--- config.mk ---
export PLATFORM = sky130hd
export DESIGN_NAME = compy
export DESIGN_NICKNAME = d
export VERILOG_FILES = /design/src/common/compy_pkg.sv /design/src/common/key_event_if.sv /design/src/debounce/debouncer.sv /design/src/rtl/compy.sv /design/src/rtl/input_sync.sv /design/src/rtl/key_event_collector.sv /design/src/rtl/reset_sequencer.sv
export VERILOG_INCLUDE_DIRS = /design/src /design/src/common
export SDC_FILE = /design/constraint.sdc
export NUM_CORES = 1
export LEC_CHECK = 0
export BUFFER_PORTS_ARGS = -buffer_cell sky130_fd_sc_hd__buf_2
export CAP_MARGIN = 25
export CORE_MARGIN = 2
export CORE_UTILIZATION = 40
export CTS_CLUSTER_SIZE = 16
export DETAILED_ROUTE_END_ITERATION = 6
export GPL_ROUTABILITY_DRIVEN = 0
export SLEW_MARGIN = 20
export SYNTH_ARGS = -nofsm -noshare
export SYNTH_HDL_FRONTEND = slang
export SYNTH_HIERARCHICAL = 1
export SYNTH_SLANG_ARGS = --single-unit
--- constraint.sdc ---
create_clock -name clk50 -period 2.05 [get_ports clk50]
set_clock_uncertainty 0.05 [all_clocks]
set_input_delay 0.3075 -clock clk50 [delete_from_list [all_inputs] [get_ports clk50]]
set_output_delay 0.3075 -clock clk50 [all_outputs]
set_load 0.01 [all_outputs]
--- src/common/compy_settings.svh ---
`ifndef COMPY_SETTINGS_SVH
`define COMPY_SETTINGS_SVH

// number of keys on the board: reset, mode and the plain buttons.
`define COMPY_KEY_COUNT 7

`define COMPY_BUTTON_COUNT 5

// clock cycles between two debounce samples.
// small for simulation. A real board wants a millisecond or so.
`define COMPY_TICK_DIV 4

// consecutive differing samples before a debounced level may flip.
`define COMPY_STABLE_TICKS 4

// cycles of PLL lock the system core stays in reset after power up.
`define COMPY_BOOT_HOLD 32

`endif

--- src/common/compy_pkg.sv ---
`include "compy_settings.svh"

package compy_pkg;

   // named view of the key word, key_reset sits in the top bit.
   typedef struct packed {
      logic                           key_reset;
      logic                           key_mode;
      logic [`COMPY_BUTTON_COUNT-1:0] buttons;
   } key_fields_t;

   // the same seven bits, read either per key name or by index.
   typedef union packed {
      key_fields_t                 fields;
      logic [`COMPY_KEY_COUNT-1:0] bits;
   } key_word_u;

endpackage

--- src/common/key_event_if.sv ---
`timescale 1ns/1ps

interface key_event_if import compy_pkg::*; ();

   key_word_u pressed;     // 1 while the key is held down.
   key_word_u press;       // one-cycle pulse per key going down.
   key_word_u release_ev;  // one-cycle pulse per key coming back up.
   logic      any_change;

   modport source (
      output pressed,
      output press,
      output release_ev,
      output any_change
   );

   modport sink (
      input pressed,
      input press,
      input release_ev,
      input any_change
   );

endinterface

--- src/debounce/debouncer.sv ---
`timescale 1ns/1ps
`include "compy_settings.svh"

module debouncer (
   input  logic clk50,
   input  logic rst_n,
   input  logic sample_tick,
   input  logic raw,
   output logic stable
);

   localparam int CNT_W = (`COMPY_STABLE_TICKS > 1) ? $clog2(`COMPY_STABLE_TICKS) : 1;

   logic [CNT_W-1:0] diff_cnt;   // consecutive ticks where raw disagreed with stable.

   // the input is only looked at on sample ticks. Between ticks nothing moves,
   // so short bounces between two samples are never seen at all.
   always_ff @(posedge clk50) begin
      if (!rst_n) begin
         stable   <= 1'b1;
         diff_cnt <= '0;
      end else if (sample_tick) begin
         if (raw == stable) begin
            diff_cnt <= '0;   // a single agreeing sample starts over.
         end else if (diff_cnt == CNT_W'(`COMPY_STABLE_TICKS - 1)) begin
            stable   <= raw;
            diff_cnt <= '0;
         end else begin
            diff_cnt <= diff_cnt + 1'b1;
         end
      end
   end

endmodule

--- src/rtl/compy.sv ---
`timescale 1ns/1ps
`include "compy_settings.svh"

module compy import compy_pkg::*; (
   input  logic                           clk50,
   input  logic                           rst_n,
   input  logic                           pll_locked,
   input  logic                           key_reset,
   input  logic                           key_mode,
   input  logic [`COMPY_BUTTON_COUNT-1:0] buttons,
   output logic                           sys_rst_n,
   output logic                           key_mode_level,
   output logic [`COMPY_BUTTON_COUNT-1:0] buttons_level,
   output logic [`COMPY_KEY_COUNT-1:0]    press_events,
   output logic [`COMPY_KEY_COUNT-1:0]    release_events,
   output logic                           key_activity
);

   key_word_u sync_w;     // synchronized raw keys, active low.
   key_word_u stable_w;   // debounced keys, still active low.
   logic      sample_tick;

   key_event_if ev ();

   input_sync i_sync (
      .clk50      (clk50),
      .rst_n      (rst_n),
      .key_reset  (key_reset),
      .key_mode   (key_mode),
      .buttons    (buttons),
      .sync       (sync_w),
      .sample_tick(sample_tick)
   );

   for (genvar i = 0; i < `COMPY_KEY_COUNT; i++) begin : g_deb
      debouncer i_deb (
         .clk50      (clk50),
         .rst_n      (rst_n),
         .sample_tick(sample_tick),
         .raw        (sync_w.bits[i]),
         .stable     (stable_w.bits[i])
      );
   end

   key_event_collector i_collect (
      .clk50 (clk50),
      .rst_n (rst_n),
      .stable(stable_w),
      .ev    (ev.source)
   );

   reset_sequencer i_rst_seq (
      .clk50     (clk50),
      .rst_n     (rst_n),
      .pll_locked(pll_locked),
      .ev        (ev.sink),
      .sys_rst_n (sys_rst_n)
   );

   // the core sees held levels per key name and raw event words by index.
   assign key_mode_level = ev.pressed.fields.key_mode;
   assign buttons_level  = ev.pressed.fields.buttons;
   assign press_events   = ev.press.bits;
   assign release_events = ev.release_ev.bits;
   assign key_activity   = ev.any_change;

endmodule

--- src/rtl/input_sync.sv ---
`timescale 1ns/1ps
`include "compy_settings.svh"

module input_sync import compy_pkg::*; (
   input  logic                           clk50,
   input  logic                           rst_n,
   input  logic                           key_reset,
   input  logic                           key_mode,
   input  logic [`COMPY_BUTTON_COUNT-1:0] buttons,
   output key_word_u                      sync,
   output logic                           sample_tick
);

   localparam int TICK_W = (`COMPY_TICK_DIV > 1) ? $clog2(`COMPY_TICK_DIV) : 1;

   key_word_u         raw_w;
   key_word_u         sync_q1;
   logic [TICK_W-1:0] tick_cnt;

   always_comb begin
      raw_w.fields.key_reset = key_reset;
      raw_w.fields.key_mode  = key_mode;
      raw_w.fields.buttons   = buttons;
   end

   // keys are active low, so the flops come out of reset as released.
   always_ff @(posedge clk50) begin
      if (!rst_n) begin
         sync_q1.bits <= '1;
         sync.bits    <= '1;
      end else begin
         sync_q1 <= raw_w;
         sync    <= sync_q1;
      end
   end

   // one prescaler serves all seven debouncers.
   always_ff @(posedge clk50) begin
      if (!rst_n) begin
         tick_cnt    <= TICK_W'(`COMPY_TICK_DIV - 1);
         sample_tick <= 1'b0;
      end else if (tick_cnt == '0) begin
         tick_cnt    <= TICK_W'(`COMPY_TICK_DIV - 1);
         sample_tick <= 1'b1;
      end else begin
         tick_cnt    <= tick_cnt - 1'b1;
         sample_tick <= 1'b0;
      end
   end

endmodule

--- src/rtl/key_event_collector.sv ---
`timescale 1ns/1ps

module key_event_collector import compy_pkg::*; (
   input  logic             clk50,
   input  logic             rst_n,
   input  key_word_u        stable,
   key_event_if.source      ev
);

   key_word_u next_pressed;

   assign next_pressed.bits = ~stable.bits;   // debounced keys are still active low.

   // the registered pressed word doubles as the previous value for edge detection,
   // so the pulses line up with the cycle in which pressed changes.
   always_ff @(posedge clk50) begin
      if (!rst_n) begin
         ev.pressed.bits    <= '0;
         ev.press.bits      <= '0;
         ev.release_ev.bits <= '0;
         ev.any_change      <= 1'b0;
      end else begin
         ev.pressed         <= next_pressed;
         ev.press.bits      <= next_pressed.bits & ~ev.pressed.bits;
         ev.release_ev.bits <= ~next_pressed.bits & ev.pressed.bits;
         ev.any_change      <= |(next_pressed.bits ^ ev.pressed.bits);
      end
   end

endmodule

--- src/rtl/reset_sequencer.sv ---
`timescale 1ns/1ps
`include "compy_settings.svh"

module reset_sequencer (
   input  logic        clk50,
   input  logic        rst_n,
   input  logic        pll_locked,
   key_event_if.sink   ev,
   output logic        sys_rst_n
);

   localparam int BOOT_W = (`COMPY_BOOT_HOLD > 1) ? $clog2(`COMPY_BOOT_HOLD) : 1;

   logic [BOOT_W-1:0] boot_cnt;
   logic              boot_done;
   logic              user_req;

   // counts locked cycles only. A dropped lock just pauses the count.
   always_ff @(posedge clk50) begin
      if (!rst_n) begin
         boot_cnt  <= '0;
         boot_done <= 1'b0;
      end else if (pll_locked && !boot_done) begin
         if (boot_cnt == BOOT_W'(`COMPY_BOOT_HOLD - 1)) begin
            boot_done <= 1'b1;
         end else begin
            boot_cnt <= boot_cnt + 1'b1;
         end
      end
   end

   // the reset key only counts once the board has booted with a good clock.
   assign user_req = boot_done & pll_locked & ev.pressed.fields.key_reset;

   always_ff @(posedge clk50) begin
      if (!rst_n) begin
         sys_rst_n <= 1'b0;
      end else begin
         sys_rst_n <= boot_done & ~user_req;
      end
   end

endmodule

* Yosys cells after proc, flatten, opt, wreduce, memory -nomap -nowiden
Cells that the tools add are included.
** Word-level totals
- Flip-flop bits (word level) :: 67
- Bits in latches :: 0
- Bits in writable memories :: 0
- Memory bits (read-only) :: 0
- Input bits :: 10
- Output and inout bits :: 22
- Logic and storage cells :: 97
- Memories kept :: 0
** Operators by class
- Add/sub/neg operators :: 9
- $mul :: 0
- Divide/modulo/power cells :: 0
- Magnitude comparators :: 0
- Eq/ne operators :: 15
- Shift-type cells :: 0
- Mux-type cells :: 15
- Bitwise gates (word level) :: 19
- Reductions and logical operators :: 14
** Operator list (count)
- 2-to-1 mux 2 bit :: 14
- NOT 7 bit :: 3
- AND reduction 3 bit :: 7
- adder 2 x 1 -> 2 bit, second input constant :: 7
- AND 7 bit :: 2
- == test 2 bit, second input constant :: 7
- NOT 1 bit :: 10
- == test 1 bit :: 7
- OR reduction 7 bit :: 1
- bitwise XOR 7 bit :: 1
- adder 5 x 1 -> 5 bit, second input constant :: 1
- == test 5 bit, second input constant :: 1
- AND reduction 2 bit :: 2
- AND 1 bit :: 3
- logical NOT 2 bit :: 1
- OR reduction 2 bit :: 1
- subtractor 2 x 1 -> 2 bit, second input constant :: 1
- logical AND 1 bit :: 1
- logical NOT 1 bit :: 1
- 2-to-1 mux 1 bit :: 1

* Logic depth before layout (Yosys ltp)
Gate-level depths: netlist of run 1.
- Depth in word-level cells :: 4
- Depth in mapped cells :: 6
- Gate-level depth less buffers :: 6

* Modules after synthesis
The synthesis of run 1 kept the hierarchy.
** Modules (own cells, without submodules)
- debouncer :: instances 7, cells each 14, area each 145.1 µm², sequential area each 60.1 µm²
- key_event_collector :: instances 1, cells each 76, area each 839.6 µm², sequential area each 440.4 µm²
- input_sync :: instances 1, cells each 38, area each 485.5 µm², sequential area each 340.3 µm²
- reset_sequencer :: instances 1, cells each 29, area each 307.8 µm², sequential area each 140.1 µm²

* Least setup slack after synthesis of run 1
Ideal clock, no wire load.
- Kind :: register -> register
- From :: register i_rst_seq.boot_cnt[0]
- To :: register i_rst_seq.boot_cnt[3]
- Setup time :: 0.119 ns
- Arrival :: 1.436 ns
- Data required time :: 1.881 ns
- Setup slack :: 0.445 ns
- Stages on the path, launching flop included :: 7
- Buffers on the path :: 0
- Period minus slack after synthesis :: 1.605 ns
- Cells stage by stage :: dfxtp_1 > ha_1 > and3_1 > ha_1 > nor3b_4 > nand4_1 > mux2i_1
** On the way
- Longest elaborated chain between the ends :: 3
- Elaborated cells between the ends (all ways) :: 4
- Those cells by class :: add/sub (1); eq/ne (1); bitwise (1); reduce/logical (1)
** RTL lines
- from (decl) :: RTL line reset_sequencer.sv:14 : logic [BOOT_W-1:0] boot_cnt;
- from (signal assigned) :: RTL line reset_sequencer.sv:27 : boot_cnt <= boot_cnt + 1'b1;
- branches (longest 3 deep; another with adder 5 x 1 -> 5 bit)
Parallel ways; which one is timed is not known.
A chain may end at the register's enable or synchronous reset.

* Worst setup path after layout of run 1
Same ends and word-level chain as after synthesis.

==> run metrics, run 1 <==
status finished, final reports clean; post-CTS setup buffers 0; Via-to-Cell Ratio 4.73; Crit Path Class reg2reg; IO buf count 31; Post-DP Area 0.00293 sq mm; Tightest Pin Transition 351 ps; via count 1725; Slowest cell on crit path dfxtp_1; Worst path depth 6; Post-DRT Antenna Nets 0; total congestion overflow 0; Crit Path Max Fanout 5; FF-to-FF End i_rst_seq/boot_cnt[3]$_SDFFE_PN0P_; cells on worst reg2reg path 6; Synth Instances 241; PwrDens 817 mW/mm^2; CP startpoint i_rst_seq/boot_cnt[0]$_SDFFE_PN0P_; vias in the first global route 1506; chip height 85.4 um; Initial Utilization 41.5%; drt pass-1 iters 4; Reg2Reg Setup Slack 370 ps; clk slew on worst S/H paths 70 ps; hold crit path type in2reg; CTS sink count between 60 and 70; WP data required 2230 ps; fraction of layout instances using a drive strength above 1 20.1%; DR iter-0 viols 52; register area share after synthesis 50.6%; clock root cell clkbuf_8; synthesized area per cell 11.0 sq um; Post-CTS Hold Fix Bufs 0; crit path buf inv count 0; Synth async-reset ratio 0%; post-CTS sizing 0; Final Instance Area approximately 0.0031 sq mm; Std-Cell Rows 29; Pwr Total 2.56 mW; Sum Neg Setup Slack 0 ps; Fin. Hold Viols 0; CTS Buf Count 9; Synth Register Bits 67; Synth area leaders dfxtp_1, ha_1, nand3b_1; CTS H-tree lvls 3; Final Worst Setup Slack 365 ps; Fmax achieved 594 MHz; post-synthesis cell type count 25; worst vdd ir 426 uV; max_slew headroom 76.6%; Ys Warns 6; cell with the most instances on the worst path ha_1; IO Count 32; DP Wirelength roughly 2.5 mm; Clk Latency, worst-skew pair 340 ps; Pleak between 1 and 1.5 nW; Worst path max stage delay approximately 340 ps; RSZ-0062 raised after global routing false; final-stage net count 317; drt drc 0; final hold slack approximately 94 ps; CTS max path bufs 2; Core Area roughly 0.0064 sq mm; Reg-to-Reg Start i_rst_seq/boot_cnt[0]$_SDFFE_PN0P_; Synth area leader dfxtp_1; Crit. End Element flop; number of max-cap violations 0; final WL 3.78 mm; Setup crit end i_rst_seq/boot_cnt[3]$_SDFFE_PN0P_; Final setup viols 0; fillers between 600 and 700; Die ar. 0.00729 sq mm; Die Width 85.4 um; initial antenna violation count 0; Critical Path, Cell by Cell ha_1 > and3_1 > ha_1 > nor3b_4 > nand4_1 > mux2i_1; first-pass GRT wire length between 6 and 7 mm; Tmin final approximately 1700 ps; CP top delay family simple AND/OR/NAND/NOR gates; Net Count, Synth approximately 280; largest net degree at the start of global routing 37; worst slack, placed 375 ps; # diodes 0; synthesized area 0.00265 sq mm; fin. max-slew vios 0; post-synth top area share 50.6%; Syn-to-layout area delta 18.5%; CP arrival 1870 ps; gr usage total 11.4%; startpoint types flop; Post-synth EDFFs 0; top_reg_cell synth dfxtp_1; CTS tree done; Avg WL per Cell 10.4 um; Final period util a little over 80%
-- power breakdown --
group	switching (mW)	total [mW]	internal, mW
sequential	0.0112	1.34	1.33
combinational	0.0472	0.0938	0.0466
clock	0.476	1.13	0.657
total	0.534	2.56	2.03
-- cell type report --
type	instances	area, sq um	area share, %
Clock buffer	12	165	5.26
Clock inverter	4	47.5	1.52
Inverter	16	60.1	1.91
Multi-Input combinational cell	155	1220	39.0
Sequential cell	67	1340	42.7
Tap cell	77	96.3	3.07
Timing Repair Buffer	34	203	6.46
-- placed cells by master (no fill, tap or decap), types with 2 or more instances in the layout --
master / netlist / routed
clkbuf_8: 0 / 12
nand2_1: 4 / 4
ha_1: 24 / 24
o21ai_1: 14 / 14
buf_12: 0 / 2
nor2b_1: 5 / 5
nand4bb_1: 7 / 7
inv_1: 16 / 16
and2b_1: 5 / 5
and2_1: 16 / 16
nand4_1: 2 / 2
buf_2: 0 / 31
nand3b_1: 16 / 16
and3b_1: 7 / 7
a21oi_1: 9 / 9
nand2b_1: 9 / 9
o21ai_2: 7 / 7
or2b_1: 7 / 7
xnor2_1: 7 / 7
clkinv_2: 0 / 2
dfxtp_1: 67 / 67
mux2i_1: 4 / 4
nand3_1: 8 / 8
-- synthesized netlist by cell type, types with 8 or more instances --
cell,instances
a21oi_1,9
and2_1,16
dfxtp_1,67
ha_1,24
inv_1,16
nand2b_1,9
nand3_1,8
nand3b_1,16
o21ai_1,14
-- worst min path at each step --
stage | from | to | slack [ps] | depth (start not counted)
floorplan | rst_n | g_deb[0].i_deb/stable$_SDFFE_PN1P_ | 320 | 1
global placement | i_sync/sync_q1[5]$_SDFF_PN1_ | i_sync/sync[5]$_SDFF_PN1_ | 340 | 1
detailed placement | i_sync/sync_q1[5]$_SDFF_PN1_ | i_sync/sync[5]$_SDFF_PN1_ | 340 | 1
CTS | buttons[0] | i_sync/sync_q1[0]$_SDFF_PN1_ | 80 | 2
global route | buttons[2] | i_sync/sync_q1[2]$_SDFF_PN1_ | 90 | 2
finish | buttons[0] | i_sync/sync_q1[0]$_SDFF_PN1_ | 90 | 2
-- cell families after synthesis --
group	after synthesis	share of synthesized area, %
AND/OR/NAND/NOR	88	23.8
flip-flops	67	50.6
AO/OA/AOI/OAI	31	6.94
adder cells (fa/ha/maj)	24	11.3
buffers and inverters	19	3.12
XOR/XNOR	8	2.65
multiplexers	4	1.51
-- per-stage QoR --
step / std cells / util (%)
after floorplan: 241 / -
after global placement: 349 / 45.8
after detailed placement: 349 / 45.8
after CTS: 365 / 49.1
after global routing: 365 / 49.1
final: 365 / 49.1
-- registers in the layout, summed over array words and instances, names as in the netlist --
register,cells
i_rst_seq/boot_cnt,5
g_deb.i_deb/stable,7
g_deb.i_deb/diff_cnt,14
i_sync/tick_cnt,2
i_sync/sync,7
i_collect/ev.any_change,1
i_collect/ev.release_ev,7
i_collect/ev.pressed,7
i_rst_seq/boot_done,1
i_sync/sample_tick,1
i_rst_seq/sys_rst_n,1
i_collect/ev.press,7
i_sync/sync_q1,7
-- routing by layer --
layer	routed length (um)	GRT usage, %	vias up
li1	-	-	902
met1	1860	13.5	781
met2	1620	17.2	32
met3	221	4.38	10
met4	84	7.79	0
met5	0	0	-
-- worst reg2reg max path, delay by kind of cell (launching register included) --
family	cells	cell delay (ps)
simple gates	3	650
fa+ha+maj	2	420
flops	1	340
mux	1	130
Power figures use the tool's default switching activity.
==> inputs of run 2 (changes only) <==
==> constraint.sdc (replaced) <==
create_clock -name clk50 -period 1.6 [get_ports clk50]
set_clock_uncertainty 0.05 [all_clocks]
set_input_delay 0.24 -clock clk50 [delete_from_list [all_inputs] [get_ports clk50]]
set_output_delay 0.24 -clock clk50 [all_outputs]
set_load 0.01 [all_outputs]
==> run metrics, run 2 (synthesis results as in run 1) <==
status finished, final reports clean; Post-DP Area 0.00293 sq mm (+0.17%); max_slew headroom 78.9% (+2.3 points); fraction of layout instances using a drive strength above 1 21.9% (+1.8 points); Die Width 85.4 um (unchanged); final-stage net count 321 (+1.3%); Core Area 0.00639 sq mm (unchanged); worst vdd ir 635 uV (+49%); CTS tree done; drt pass-1 iters 4 (unchanged); DR iter-0 viols 84 (+62%); Final setup viols 0 (unchanged); cell with the most instances on the worst path ha_4; hold wc startpoint buttons[4]; CTS Buf Count 9 (unchanged); Final period util 100% (+18 points); Crit Path Max Fanout 5 (unchanged); number of max-cap violations 0 (unchanged); PwrDens 975 mW/mm^2 (+19%); CTS H-tree lvls 3 (unchanged); Fin. Hold Viols 0 (unchanged); fillers 598 (-3.2%); most flop-heavy register g_deb.i_deb/diff_cnt; vias in the first global route 1521 (+1.0%); worst slack, placed -81.7 ps (-457 ps); Pleak 1.47 nW (-0.49%); CP startpoint i_rst_seq/boot_cnt[0]$_SDFFE_PN0P_; Initial Utilization 41.5% (unchanged); commonest non-fill, non-tap cell in the layout dfxtp_1; largest net degree at the start of global routing 84 (+130%); clk slew on worst S/H paths 60 ps (about the same); CP arrival 1780 ps (-90 ps); CTS max path bufs 2 (unchanged); Slowest cell on crit path dfxtp_2; Std-Cell Rows 29 (unchanged); Tightest Pin Transition 317 ps (-34.7 ps); clock root cell clkbuf_8; initial antenna violation count 0 (unchanged); WP data required 1780 ps (-450 ps); Worst path max stage delay 330 ps (about the same); via count 1714 (-0.64%); Pwr Total 3.07 mW (+20%); Post-CTS Hold Fix Bufs 0 (unchanged); multi-input logic area 0.00125 sq mm (+2.5%); Final Instance Area 0.00315 sq mm (+0.32%); Fmax achieved 625 MHz (+5.4%); Post-DRT Antenna Nets 0 (unchanged); IO buf count 31 (unchanged); fin. max-slew vios 0 (unchanged); Sequential Area 0.00134 sq mm (+0.19%); Clk Latency, worst-skew pair 340 ps (about the same); most frequent cells in the layout dfxtp_1, buf_2, ha_1; drt drc 0 (unchanged); final WL 3.88 mm (+2.6%); RSZ-0062 raised after global routing true; first-pass GRT wire length 6.60 mm (+1.6%); Avg WL per Cell 10.5 um (+1.5%); final hold slack 25.8 ps (-68.1 ps); Die ar. 0.00729 sq mm (unchanged); # diodes 0 (unchanged); Via-to-Cell Ratio 4.64 (-1.7%); IO Count 32 (unchanged); chip height 85.4 um (unchanged); max reg flops 14 (unchanged); DP Wirelength 2.43 mm (-4.1%); Crit. End Element flop; CTS sink count 67 (unchanged); Critical Path, Cell by Cell ha_4 > and3_4 > ha_4 > nor3b_4 > nand4_1 > mux2i_1; Tmin final 1600 ps (-85.6 ps); Crit Path Class reg2reg; Reg-to-Reg Start i_rst_seq/boot_cnt[0]$_SDFFE_PN0P_; Final Worst Setup Slack 0.770 ps (-364 ps); startpoint types flop; Syn-to-layout area delta 18.8%; total congestion overflow 0 (unchanged); gr usage total 11.7% (+0.21 points); hold crit path type in2reg
-- run 2: cell types whose count changed in the layout (fill, tap and decap cells not counted) --
cell / previous run / this run
clkbuf_8: 12 / 11
and3_1: 1 / 0
clkbuf_1: 0 / 3
ha_1: 24 / 22
dfxtp_2: 0 / 2
ha_4: 0 / 2
dfxtp_1: 67 / 65
bufinv_16: 1 / 0
buf_12: 2 / 1
clkinvlp_4: 1 / 0
and3_4: 0 / 1
buf_4: 1 / 6
-- run 2: power by group --
part	leakage, nW	switching, mW	total, mW	internal (mW)
logic	0.830	0.0642	0.129	0.0653
registers	0.545	0.0142	1.71	1.70
clock network	0.0905	0.581	1.22	0.644
total	1.47	0.660	3.07	2.41
-- run 2: cell type report --
cell class              count  share of cell area [%]
clock inverters             2                   0.318
clock buffers              14                    5.17
repair buffers             38                    7.00
flip-flops and latches     67                    42.7
inverters                  16                    1.91
multi-input cells         155                    39.9
well taps                  77                    3.06
-- run 2: timing repair --
action / in CTS / in global routing
resized for setup: 6 / 0
endpoints found under the hold margin: 0 / 0
setup buffers: 0 / 2
pin swaps: 2 / 1
endpoints found under the setup margin: 5 / 5
-- run 2: worst paths after layout --
path                            slack (ps)  depth (start not counted)                            endpoint
worst min-delay path                    30                          2        i_sync/sync_q1[4]$_SDFF_PN1_
worst max-delay path                   0.8                          6  i_rst_seq/boot_cnt[3]$_SDFFE_PN0P_
worst max register to register         0.8                          6  i_rst_seq/boot_cnt[3]$_SDFFE_PN0P_
worst min register to register         360                          1           i_sync/sync[6]$_SDFF_PN1_
-- run 2: routing by layer --
metal / up-vias / wire length (um) / track usage [%]
li1: 913 / - / -
met1: 753 / 1880 / 13.7
met2: 36 / 1670 / 17.4
met3: 12 / 197 / 3.50
met4: 0 / 136 / 9.52
met5: - / 0 / 0
-- run 2: stage by stage --
stage	TNS (ps)	util, %	instances
after floorplan	0	-	241
after global placement	-71.5	45.9	351
after detailed placement	-200	45.9	351
after CTS	-1.87	49.1	367
after global routing	-186	49.3	369
final	0	49.3	369
-- run 2: worst max-delay path: cells and delay by family, from the launching register on --
kind / cells / cell delay (ps)
adders and majority gates: 2 / 320
DFF: 1 / 330
muxes: 1 / 140
and+or+nand+nor: 3 / 650
==> inputs of run 3 (changes only) <==
--- a/config.mk
+++ b/config.mk
@@ -16,5 +16,4 @@
 export SLEW_MARGIN = 20
 export SYNTH_ARGS = -nofsm -noshare
 export SYNTH_HDL_FRONTEND = slang
-export SYNTH_HIERARCHICAL = 1
 export SYNTH_SLANG_ARGS = --single-unit
==> run metrics, run 3 <==
status complete, but fails checks; violated checks negative setup slack; post-synth top area share 50.4% (-0.29 points); Initial Utilization 41.7% (+0.24 points); Crit. End Element flop; Die Width 85.6 um (+0.27%); most frequent cells in the layout dfxtp_1, buf_2, nand2b_1; Via-to-Cell Ratio 4.45 (-4.3%); Net Sw Frac 21.3% (-0.23 points); RSZ-0062 raised after global routing true; gr usage total 11.1% (-0.58 points); register area share after synthesis 50.4% (-0.29 points); total congestion overflow 0 (unchanged); final-stage net count 338 (+5.3%); Reg power frac 54.1% (-1.8 points); CTS sink count 67 (unchanged); Critical Path, Cell by Cell ha_4 > and3_4 > ha_4 > nor3b_4 > nand4_1 > mux2i_1; via count 1716 (+0.12%); Worst path max stage delay 340 ps (about the same); Post-CTS Hold Fix Bufs 0 (unchanged); Synth Instances 269 (+12%); clk slew on worst S/H paths 70 ps (about the same); top-count cell post-synth dfxtp_1; Tightest Pin Transition 307 ps (-9.27 ps); CP arrival 1780 ps (about the same); fin. max-slew vios 0 (unchanged); Net Count, Synth 303 (+10%); commonest non-fill, non-tap cell in the layout dfxtp_1; Crit Path Max Fanout 5 (unchanged); first-pass GRT wire length 6.37 mm (-3.5%); combinational power share 3.9% (-0.3 points); Synth area leader dfxtp_1; internal power 2.49 mW (+3.5%); post-synthesis cell type count 25 (unchanged); synthesized area per cell 9.90 sq um (-9.9%); Synth async-reset ratio 0% (unchanged); Die ar. 0.00733 sq mm (+0.54%); Sum Neg Setup Slack -7.38 ps (-7.38 ps); IO Count 32 (unchanged); Clk Latency, worst-skew pair 330 ps (about the same); cell with the most instances on the worst path ha_4; # diodes 0 (unchanged); clock root cell clkbuf_8; startpoint types flop; Std-Cell Rows 29 (unchanged); initial antenna violation count 0 (unchanged); DR iter-0 viols 60 (-29%); CTS H-tree lvls 3 (unchanged); final WL 3.69 mm (-5.1%); most flop-heavy register g_deb.i_deb.diff_cnt; Pleak 1.44 nW (-1.7%); max reg flops 14 (unchanged); most instantiated cells after synthesis dfxtp_1, nand2b_1, nand3_1; number of max-cap violations 0 (unchanged); Fin. Hold Viols 0 (unchanged); WP data required 1770 ps (about the same); Post-synth EDFFs 0 (unchanged); top_reg_cell synth dfxtp_1; fraction of layout instances using a drive strength above 1 20.1% (-1.9 points); Synth area leaders dfxtp_1, ha_1, nand2b_1; CTS Buf Count 9 (unchanged); hold crit path type in2reg; PwrDens 1010 mW/mm^2 (+3.5%); vias in the first global route 1544 (+1.5%); synthesized area 0.00266 sq mm (+0.57%); drt pass-1 iters 4 (unchanged); clock network power share 42.0% (+2.1 points); Ys Warns 0 (-6); Syn-to-layout area delta 17.8%; CTS tree done; Fmax achieved 622 MHz (-0.51%); Slowest cell on crit path dfxtp_2; drt drc 0 (unchanged); sw power 0.674 mW (+2.1%); chip height 85.6 um (+0.27%); Core Area 0.00639 sq mm (unchanged); Crit Path Class reg2reg; Final period util 100% (+0.51 points); DP Wirelength 2.51 mm (+3.3%); largest net degree at the start of global routing 25 (-70%); Final Worst Setup Slack -7.38 ps (-8.15 ps); Post-DRT Antenna Nets 0 (unchanged); Tmin final 1610 ps (+8.15 ps); Core Util, Final 49.2% (-0.14 points); worst vdd ir 638 uV (+0.39%); CTS max path bufs 2 (unchanged); IO buf count 31 (unchanged); crit path buf inv count 0 (unchanged); Avg WL per Cell 9.55 um (-9.3%); CP top delay family simple AND/OR/NAND/NOR gates; Final setup viols 1 (+1); max_slew headroom 79.5% (+0.60 points); Synth Register Bits 67 (unchanged)
run 3: changes by cell type in the layout (fill, tap and decap cells not counted), moves of 11 or more:
cell,previous run,this run
a21boi_0,0,11
nand3b_1,16,0
nand2b_1,9,28
nand3_1,8,27
nand2_1,4,21
o21ai_1,14,0
run 3: worst reg2reg max path, stage by stage (launching register included):
cell,delay (ps)
dfxtp_2,340
ha_4,150
and3_4,180
ha_4,160
nor3b_4,320
nand4_1,170
mux2i_1,140
run 3: power groups by stage:
stage	sequential [mW]	combinational [mW]	clock, mW
after floorplan	1.75	0.0816	0
after global placement	1.75	0.121	0
after detailed placement	1.75	0.123	0
after CTS	1.71	0.124	1.39
after global routing	1.72	0.142	1.43
final	1.71	0.123	1.33
run 3: cells by family after synthesis:
group,count (synthesis),synth area share [%]
fa+ha+maj,24,11.3
simple gates,116,24.0
flops,67,50.4
mux,4,1.50
buf+inv,33,5.68
compound gates,17,4.56
xor+xnor,8,2.63
run 3: layout make-up:
class,instances,area [sq um]
fill,600,3250
sequential,67,1340
multi-input combinational,169,1200
clock inverter,3,20.0
tap,77,96.3
timing repair buffer,40,235
inverter,17,63.8
clock buffer,13,179
run 3: per-stage QoR:
stage	worst slack [ps]	area [sq um]	instances	hold WS, ps	total power [mW]
finish	-7.38	3140	386	35.8	3.17
global route	-77.6	3140	386	27.6	3.29
CTS	-8.51	3110	384	18.0	3.22
detailed placement	-60.8	2900	368	321	1.87
global placement	-35.8	2900	368	317	1.87
floorplan	5.80	2670	269	281	1.83
run 3: final timing paths:
| path | from | end | slack [ps] | cells after the start |
|---|---|---|---|---|
| setup reg to reg | i_rst_seq.boot_cnt[0]$_SDFFE_PN0P_ | i_rst_seq.boot_cnt[3]$_SDFFE_PN0P_ | -7 | 6 |
| setup / recovery | i_rst_seq.boot_cnt[0]$_SDFFE_PN0P_ | i_rst_seq.boot_cnt[3]$_SDFFE_PN0P_ | -7 | 6 |
| hold reg to reg | i_sync.tick_cnt[0]$_SDFF_PP1_ | i_sync.tick_cnt[0]$_SDFF_PP1_ | 330 | 1 |
| hold / removal | buttons[1] | i_sync.sync_q1[1]$_SDFF_PN1_ | 40 | 2 |
run 3: layer usage:
layer | part of all wire (%) | track usage, % | vias to the layer above
li1 | - | - | 927
met1 | 50 | 13.3 | 749
met2 | 43 | 17.0 | 32
met3 | 4.9 | 3.85 | 8
met4 | 2.4 | 6.93 | 0
met5 | 0 | 0 | -
run 3: repair_timing:
item / 4_1_cts / 5_1_grt
gates cloned: 0 / 0
pin swaps: 3 / 5
setup endpoints to repair: 4 / 5
endpoints found under the hold margin: 0 / 0
gates resized for setup: 4 / 2
setup buffers: 0 / 2
